--- src/verilog/demo_regs_pkg.sv ---
// Register map of the demo slave
// Bank codes live in the address top byte, offsets in the low nibble
// Used by the slave and by the testbench for expected values
`ifndef DEMO_REGS_PKG_SV
`define DEMO_REGS_PKG_SV

package demo_regs_pkg;

	// Bank codes, address bits 23:16
	localparam logic [7:0] BANK_BADGE_IN  = 8'h01;
	localparam logic [7:0] BANK_BADGE_OUT = 8'h02;
	localparam logic [7:0] BANK_REGS      = 8'h11;

	// Read offsets in BANK_REGS
	localparam logic [3:0] OFS_ID0    = 4'd0;
	localparam logic [3:0] OFS_ID1    = 4'd1;
	localparam logic [3:0] OFS_ID2    = 4'd2;
	localparam logic [3:0] OFS_ID3    = 4'd3;
	localparam logic [3:0] OFS_FAULTS = 4'd4;
	localparam logic [3:0] OFS_FREQ   = 4'd5;

	// Write offsets, any bank
	localparam logic [3:0] OFS_LED_USER  = 4'd1;
	localparam logic [3:0] OFS_LED1_DUTY = 4'd2;
	localparam logic [3:0] OFS_LED2_DUTY = 4'd3;

	// Fixed read words, ASCII packed big-endian
	localparam logic [31:0] ID_WORD0        = "Hell";
	localparam logic [31:0] ID_WORD1        = "o wo";
	localparam logic [31:0] ID_WORD2        = "rld!";
	localparam logic [31:0] ID_WORD3        = "(::)";
	localparam logic [31:0] UNUSED_OFS_WORD = "zzzz";
	localparam logic [31:0] BADGE_WORD      = 32'h0;  // Badge trace not built
	localparam logic [31:0] UNMAPPED_WORD   = 32'hdeadbeef;

	// PWM counter and duty factor widths
	localparam int PWM_CNT_WIDTH = 10;
	localparam int DUTY_WIDTH    = 8;

endpackage

`endif

--- src/verilog/lb_pkg.sv ---
// Local bus transaction types
// Shared by the arbiter, the top level and the testbench
// Masters hand one lb_req_t per access to the arbiter
`ifndef LB_PKG_SV
`define LB_PKG_SV

package lb_pkg;

	// 24-bit local bus address, top byte selects the bank
	typedef logic [23:0] lb_addr_t;

	// One data word, both directions
	typedef logic [31:0] lb_data_t;

	// A single bus request as driven by a master
	// Must stay stable while req is high
	typedef struct packed {
		logic     rd;     // 1 = read, 0 = write
		lb_addr_t addr;
		lb_data_t wdata;  // Ignored on reads
	} lb_req_t;

endpackage

`endif
--- src/verilog/lb_demo_top.sv ---
// Top of the demo register block
// Host and debug masters share the slave through the arbiter
// Frequency window width is set here and passed to the counter
`timescale 1ns/1ps

module lb_demo_top #(
	parameter int REFCNT_WIDTH = 27,
	parameter int FREQ_WIDTH   = 32
) (
	input  logic              clk,
	input  logic              rst_n,
	input  logic              host_req,
	input  lb_pkg::lb_req_t   host_txn,
	output logic              host_ack,
	output lb_pkg::lb_data_t  host_rdata,
	input  logic              dbg_req,
	input  lb_pkg::lb_req_t   dbg_txn,
	output logic              dbg_ack,
	output lb_pkg::lb_data_t  dbg_rdata,
	input  logic              f_in,
	input  logic              xdomain_fault,
	output logic              led_user_mode,
	output logic              led1,
	output logic              led2
);
	import lb_pkg::*;

	// Arbiter to slave strobe bus
	lb_addr_t addr;
	logic control_strobe;
	logic control_rd;
	lb_data_t data_out;
	lb_data_t data_in;
	// Measured f_in rate
	logic [FREQ_WIDTH-1:0] frequency;

	lb_arbiter u_arbiter (
		.clk(clk), .rst_n(rst_n),
		.host_req(host_req), .host_txn(host_txn),
		.host_ack(host_ack), .host_rdata(host_rdata),
		.dbg_req(dbg_req), .dbg_txn(dbg_txn),
		.dbg_ack(dbg_ack), .dbg_rdata(dbg_rdata),
		.addr(addr), .control_strobe(control_strobe), .control_rd(control_rd),
		.data_out(data_out), .data_in(data_in)
	);

	lb_demo_slave u_slave (
		.clk(clk), .rst_n(rst_n),
		.addr(addr), .control_strobe(control_strobe), .control_rd(control_rd),
		.data_out(data_out), .data_in(data_in),
		.frequency(frequency), .xdomain_fault(xdomain_fault),
		.led_user_mode(led_user_mode), .led1(led1), .led2(led2)
	);

	freq_count #(
		.REFCNT_WIDTH(REFCNT_WIDTH),
		.FREQ_WIDTH(FREQ_WIDTH)
	) u_freq (
		.clk(clk), .rst_n(rst_n), .f_in(f_in), .frequency(frequency)
	);

endmodule

--- src/verilog/lb_demo_slave.sv ---
// Demo local bus slave for bring-up, proves the bus master is alive
// Reads return ID text, a fault count and a measured frequency
// Writes drive a user LED and two PWM-dimmed LEDs
`timescale 1ns/1ps

module lb_demo_slave (
	input  logic              clk,
	input  logic              rst_n,
	input  lb_pkg::lb_addr_t  addr,
	input  logic              control_strobe,
	input  logic              control_rd,
	input  lb_pkg::lb_data_t  data_out,
	output lb_pkg::lb_data_t  data_in,
	input  logic [31:0]       frequency,
	input  logic              xdomain_fault,
	output logic              led_user_mode,
	output logic              led1,
	output logic              led2
);
	import lb_pkg::*;
	import demo_regs_pkg::*;

	logic do_rd;
	logic do_wr;
	logic [15:0] fault_cnt;
	logic do_rd_r;
	logic [7:0] bank_r;
	lb_data_t reg_bank_0;
	logic led_user_r;
	logic [DUTY_WIDTH-1:0] led1_duty;
	logic [DUTY_WIDTH-1:0] led2_duty;
	logic [PWM_CNT_WIDTH-1:0] pwm_cnt;

	assign do_rd = control_strobe & control_rd;
	assign do_wr = control_strobe & ~control_rd;

	// Cross-domain fault pulses, already in clk domain
	// Wraps silently, a burst at power-up is expected
	always_ff @(posedge clk) begin
		if (!rst_n)
			fault_cnt <= '0;
		else if (xdomain_fault)
			fault_cnt <= fault_cnt + 1'b1;
	end

	// Read stage 1, offset decode inside the register bank
	always_ff @(posedge clk) begin
		if (!rst_n)
			do_rd_r <= 1'b0;
		else
			do_rd_r <= do_rd;
	end

	always_ff @(posedge clk) begin
		bank_r <= addr[23:16];
		if (do_rd) begin
			case (addr[3:0])
				OFS_ID0: reg_bank_0 <= ID_WORD0;
				OFS_ID1: reg_bank_0 <= ID_WORD1;
				OFS_ID2: reg_bank_0 <= ID_WORD2;
				OFS_ID3: reg_bank_0 <= ID_WORD3;
				OFS_FAULTS: reg_bank_0 <= {16'h0, fault_cnt};
				OFS_FREQ: reg_bank_0 <= frequency;
				default: reg_bank_0 <= UNUSED_OFS_WORD;
			endcase
		end
	end

	// Read stage 2, bank select on the delayed address
	always_ff @(posedge clk) begin
		if (do_rd_r) begin
			case (bank_r)
				BANK_BADGE_IN,
				BANK_BADGE_OUT: data_in <= BADGE_WORD;
				BANK_REGS: data_in <= reg_bank_0;
				default: data_in <= UNMAPPED_WORD;
			endcase
		end
	end

	// Writes decode the offset only, bank ignored
	always_ff @(posedge clk) begin
		if (!rst_n) begin
			led_user_r <= 1'b0;
			led1_duty <= '0;
			led2_duty <= '0;
		end else if (do_wr) begin
			case (addr[3:0])
				OFS_LED_USER: led_user_r <= data_out[0];
				OFS_LED1_DUTY: led1_duty <= data_out[DUTY_WIDTH-1:0];
				OFS_LED2_DUTY: led2_duty <= data_out[DUTY_WIDTH-1:0];
				default: ;
			endcase
		end
	end

	// PWM: LED on while count < duty*4, period 1024 cycles
	// Fast enough that the eye sees only brightness
	always_ff @(posedge clk) begin
		if (!rst_n) begin
			pwm_cnt <= '0;
			led1 <= 1'b0;
			led2 <= 1'b0;
		end else begin
			pwm_cnt <= pwm_cnt + 1'b1;
			led1 <= pwm_cnt < {led1_duty, 2'b00};
			led2 <= pwm_cnt < {led2_duty, 2'b00};
		end
	end

	assign led_user_mode = led_user_r;

endmodule

--- src/verilog/lb_arbiter.sv ---
// Two-port round-robin arbiter in front of the local bus slave
// Each master port runs a four-phase req/ack handshake
// The slave side gets one single-cycle strobe per access
`timescale 1ns/1ps

module lb_arbiter (
	input  logic              clk,
	input  logic              rst_n,
	// Host master port
	input  logic              host_req,
	input  lb_pkg::lb_req_t   host_txn,
	output logic              host_ack,
	output lb_pkg::lb_data_t  host_rdata,
	// Debug master port
	input  logic              dbg_req,
	input  lb_pkg::lb_req_t   dbg_txn,
	output logic              dbg_ack,
	output lb_pkg::lb_data_t  dbg_rdata,
	// Slave side
	output lb_pkg::lb_addr_t  addr,
	output logic              control_strobe,
	output logic              control_rd,
	output lb_pkg::lb_data_t  data_out,
	input  lb_pkg::lb_data_t  data_in
);
	import lb_pkg::*;

	typedef enum logic [1:0] {
		S_IDLE,
		S_STROBE,
		S_WAIT,    // Counting down the slave read latency
		S_HOLD     // Ack high until the master drops req
	} state_t;

	// Slave read pipeline depth after the strobe edge
	localparam int RD_LATENCY = 2;

	state_t state;
	lb_req_t txn_q;
	logic grant_dbg;
	logic last_dbg;
	logic [1:0] wait_cnt;
	logic pick_dbg;
	logic granted_req;
	logic done;

	// Debug wins a tie only when host was served last
	assign pick_dbg = dbg_req & (~host_req | ~last_dbg);
	assign granted_req = grant_dbg ? dbg_req : host_req;
	assign done = (state == S_WAIT) && (wait_cnt == 2'd0);

	always_ff @(posedge clk) begin
		if (!rst_n) begin
			state <= S_IDLE;
			last_dbg <= 1'b1;  // Host first out of reset
			grant_dbg <= 1'b0;
			wait_cnt <= 2'd0;
			host_ack <= 1'b0;
			dbg_ack <= 1'b0;
		end else begin
			case (state)
				S_IDLE: if (host_req | dbg_req) begin
					grant_dbg <= pick_dbg;
					last_dbg <= pick_dbg;
					state <= S_STROBE;
				end
				S_STROBE: begin
					// Writes complete one edge after the strobe
					wait_cnt <= txn_q.rd ? 2'(RD_LATENCY - 1) : 2'd0;
					state <= S_WAIT;
				end
				S_WAIT: if (done) begin
					host_ack <= ~grant_dbg;
					dbg_ack <= grant_dbg;
					state <= S_HOLD;
				end else begin
					wait_cnt <= wait_cnt - 1'b1;
				end
				S_HOLD: if (!granted_req) begin
					host_ack <= 1'b0;
					dbg_ack <= 1'b0;
					state <= S_IDLE;
				end
				default: state <= S_IDLE;
			endcase
		end
	end

	// Winning transaction and read return data
	always_ff @(posedge clk) begin
		if (state == S_IDLE && (host_req | dbg_req))
			txn_q <= pick_dbg ? dbg_txn : host_txn;
		if (done && txn_q.rd) begin
			if (grant_dbg)
				dbg_rdata <= data_in;
			else
				host_rdata <= data_in;
		end
	end

	assign control_strobe = (state == S_STROBE);
	assign control_rd = txn_q.rd;
	assign addr = txn_q.addr;
	assign data_out = txn_q.wdata;

endmodule

--- src/verilog/freq_count.sv ---
// Measures the rate of an external clock in units of edges per window
// The window is 2^REFCNT_WIDTH cycles of clk, result refreshed each window
`timescale 1ns/1ps

module freq_count #(
	parameter int REFCNT_WIDTH = 27,
	parameter int FREQ_WIDTH   = 32
) (
	input  logic                  clk,
	input  logic                  rst_n,
	input  logic                  f_in,
	output logic [FREQ_WIDTH-1:0] frequency
);

	logic [1:0] f_sync;
	logic f_last;
	logic f_rise;
	logic [REFCNT_WIDTH-1:0] ref_cnt;
	logic [FREQ_WIDTH-1:0] edge_cnt;
	logic window_end;

	// Two-flop synchronizer, then one more stage for edge detect
	always_ff @(posedge clk) begin
		if (!rst_n) begin
			f_sync <= 2'b00;
			f_last <= 1'b0;
		end else begin
			f_sync <= {f_sync[0], f_in};
			f_last <= f_sync[1];
		end
	end

	assign f_rise = f_sync[1] & ~f_last;

	// Last cycle of the reference window
	assign window_end = &ref_cnt;

	always_ff @(posedge clk) begin
		if (!rst_n) begin
			ref_cnt <= '0;
			edge_cnt <= '0;
			frequency <= '0;
		end else begin
			ref_cnt <= ref_cnt + 1'b1;
			if (window_end) begin
				// Include an edge landing on the final cycle
				frequency <= edge_cnt + FREQ_WIDTH'(f_rise);
				edge_cnt <= '0;
			end else if (f_rise) begin
				edge_cnt <= edge_cnt + 1'b1;
			end
		end
	end

endmodule

--- config.mk ---
export PLATFORM = sky130hd
export DESIGN_NAME = lb_demo_top
export DESIGN_NICKNAME = d
export VERILOG_FILES = /design/src/verilog/demo_regs_pkg.sv /design/src/verilog/lb_pkg.sv /design/src/verilog/lb_demo_top.sv /design/src/verilog/lb_demo_slave.sv /design/src/verilog/lb_arbiter.sv /design/src/verilog/freq_count.sv
export SDC_FILE = /design/constraint.sdc
export NUM_CORES = 1
export LEC_CHECK = 0
export ABC_AREA = 1
export BUFFER_PORTS_ARGS = -buffer_cell sky130_fd_sc_hd__buf_2
export CORE_UTILIZATION = 59
export CTS_BUF_LIST = sky130_fd_sc_hd__clkbuf_4 sky130_fd_sc_hd__clkbuf_8
export DETAILED_ROUTE_END_ITERATION = 7
export PLACE_DENSITY = 0.82
export SLEW_MARGIN = 20
export SYNTH_ARGS = -nofsm -noshare
export SYNTH_HDL_FRONTEND = slang
export SYNTH_SLANG_ARGS = --single-unit
--- constraint.sdc ---
create_clock -name clk -period 2.8 [get_ports clk]
set_input_delay 0 -clock clk [delete_from_list [all_inputs] [get_ports clk]]
set_output_delay 0 -clock clk [all_outputs]
set_load 0.01 [all_outputs]
==> summary.txt <==
Critical Path Slowest Stage Cell = dlygate4sd3_1
number of antenna violations at the first check in global routing = 0
library cells used by synthesis = 40
Fin Setup TNS = 0 ns
Seq cells post-synth = 305
register-to-register setup slack = 0.44 ns
FF-to-FF path depth = 6
Syn Nets = 1666
FF-to-FF Start = u_arbiter.last_dbg
crit path to = u_arbiter.addr[23]
slew margin rel. = 41.0%
vias in the first global route = 9976
Inserted Diodes = 0
CTS tree = done
Slew @ Worst Pin = 0.883 ns
setup violators final = 0
Die ar. = 0.0230 mm^2
most frequent cells in the layout = nand2_1 (374), inv_1 (205), nor2_1 (183)
Period minus WS final = 2.36 ns
Worst setup EP type = flop
design area = 0.0156 mm^2
Levels on crit path = 6
most frequent CP cell = nand2_1
highest clock rate = 424 MHz
Pwr per Cell Area = 684 mW/mm^2
Die Y-Extent = 152 um
TritonCTS Buffers = 46
critical path cell sequence = nand2_1 -> nand2_2 -> inv_1 -> nand2_1 -> nand2_1 -> dlygate4sd3_1
Residual DRC = 0
layout cell share with drive strength beyond 1 = 13.8%
Yosys warning total = 0
CP Max Fanout = 22
sequential area share after synthesis = 57.4%
fin crit share = 84.3%
I/O pin cnt = 189
unrepaired setup endpoints after global routing = false
Synth Area per Inst = 8.71 um^2
outcome = finished clean
setup repair bufs after CTS = 0
GP Congestion = 0.986
first-pass GRT wire length = 48000 um
largest net degree at the start of global routing = 39
number of synthesized flops with an enable pin = 149
Leakage = 6.06 nW
Max Cap Violations = 0
worst endpoint data arrival time = 2.67 ns
CTS HTree Levels = 2
Hold WC Path Type = in2reg
Worst VDD drop = 0.380 mV
clock sink count = 305
final hold vios = 0
clk root buf = clkbuf_8
skew final = 0.0382 ns
synthesized netlist cell count = 1520
synthesis-to-layout area growth = 17.6%
DRT iter0 DRCs = 857
routed via count = 10800
placed inst area = 0.0141 mm^2
Clock transition at path regs = 0.07 ns
crit-path max cell delay = 0.57 ns
WS Path Type = reg2reg
Req. time, crit path = 3.11 ns
Filler cells = 1582
total core area = 0.0219 mm^2
CTS max path bufs = 3
Die Wd = 152 um
max-slew violation count = 0
Nets = 1855
Netlist Area Pre-Place = 0.0132 mm^2
total track usage = 26.7%
CP bufs+invs = 2
total gr overflow = 0
routed length per placed instance = 15.1 um
worst r2r dst = u_arbiter.addr[23]
Critical path origin = u_arbiter.last_dbg
worst-skew pair later-pin latency = 0.58 ns
Site Rows = 54
final wirelength = 30500 um
ys async rst share = 0%
Crit path max-delay family = buffers and inverters
Initial Utilization = 60.5%
post-DP HPWL = 20000 um
Antenna Nets Post-Route = 0
Critical Path Start Type = flop
commonest non-fill, non-tap cell in the layout = nand2_1
port bufs = 116
Synth Flop Type = dfxtp_1
Vias/cell = 5.32
drt first pass iters = 5
==> cells by family (layout without fill, tap and decap cells) <==
group,after synthesis,in the layout,synth area share [%]
flip-flops,305,305,57.4
buffers and inverters,242,468,7.23
adder cells (fa/ha/maj),26,26,2.46
XOR/XNOR,28,28,1.85
AO/OA/AOI/OAI,221,221,8.89
AND/OR/NAND/NOR,698,698,22.2
==> through the flow <==
stage	power (W)	instances	utilization, %	hold WS [ns]	worst slack (ns)
after global placement	0.00660	1892	64.3	0.202	0.722
final	0.0106	2026	71.1	0.228	0.439
after detailed placement	0.00667	1892	64.3	0.202	0.691
after floorplan	0.00626	1520	-	0.0976	0.275
after global routing	0.0111	2026	71.1	0.242	0.255
after CTS	0.0106	2026	71.1	0.203	0.203
==> Yosys cell counts (14+ instances only) <==
cell type / instances / area share [%]
nor2_1: 185 / 5.2
nand3_1: 77 / 2.9
o21ai_0: 97 / 3.7
nand2_1: 375 / 11
inv_1: 205 / 5.8
dfxtp_1: 156 / 24
ha_1: 26 / 2.5
a21oi_1: 90 / 3.4
clkbuf_1: 19 / 0.54
xor2_1: 23 / 1.5
edfxtp_1: 149 / 34
nand4_1: 14 / 0.66
==> where the power goes <==
part           internal [W]  switching (W)  total, W
Combinational      0.000438       0.000912   0.00135
Clock               0.00213        0.00171   0.00384
Sequential          0.00525       0.000202   0.00545
Total               0.00782        0.00282    0.0106
==> what timing repair did <==
item / 4_1_cts / 5_1_grt
hold buffers: 49 / 0
setup endpoints to repair: 0 / 21
resized for setup: 0 / 1
hold endpoints to repair: 52 / 0
==> per-layer routing <==
layer / track usage [%] / share of wire (%) / vias to the layer above
li1: - / - / 5323
met1: 31.1 / 40 / 4931
met2: 48.0 / 50 / 429
met3: 5.06 / 6.4 / 102
met4: 10.6 / 3.8 / 0
met5: 0 / 0 / -
==> registers in the layout, indices dropped and copies added, names as in the netlist, 2 cells and up <==
register and cells:
u_freq.frequency 32, u_freq.edge_cnt 32, u_slave.data_in 32, u_freq.f_sync 2
u_slave.led2_duty 8, u_freq.ref_cnt 27, u_slave.bank_r 8, u_arbiter.host_rdata 32
u_arbiter.wait_cnt 2, u_slave.led1_duty 8, u_arbiter.addr 12, u_slave.fault_cnt 16
u_arbiter.data_out 8, u_arbiter.dbg_rdata 32, u_slave.reg_bank_0 32, u_arbiter.state 2
u_slave.pwm_cnt 10
==> worst register-to-register path, cell delays in order, from the launching register on <==
cell,delay (ns)
dfxtp_1,0.34
nand2_1,0.08
nand2_2,0.36
inv_1,0.48
nand2_1,0.17
nand2_1,0.10
dlygate4sd3_1,0.57
==> how the worst min path moves through the flow <==
stage	startpoint	endpoint	slack [ns]	depth (start not counted)
after floorplan	f_in	u_freq.f_sync[0]	0.1	2
after global placement	f_in	u_freq.f_sync[0]	0.20	3
after detailed placement	f_in	u_freq.f_sync[0]	0.20	3
after CTS	host_txn[0]	u_arbiter.data_out[0]	0.20	4
after global routing	host_txn[3]	u_arbiter.data_out[3]	0.24	4
final	host_txn[3]	u_arbiter.data_out[3]	0.23	4
==> final cells by class <==
cell class | count | area, um^2 | area share (%)
clock buffers | 72 | 891 | 5.72
clock inverters | 13 | 103 | 0.659
inverters | 207 | 777 | 4.99
multi-input cells | 973 | 4690 | 30.1
flip-flops and latches | 305 | 7600 | 48.8
well taps | 280 | 350 | 2.25
repair buffers | 176 | 1150 | 7.41
(Power assumes the default switching activity.)
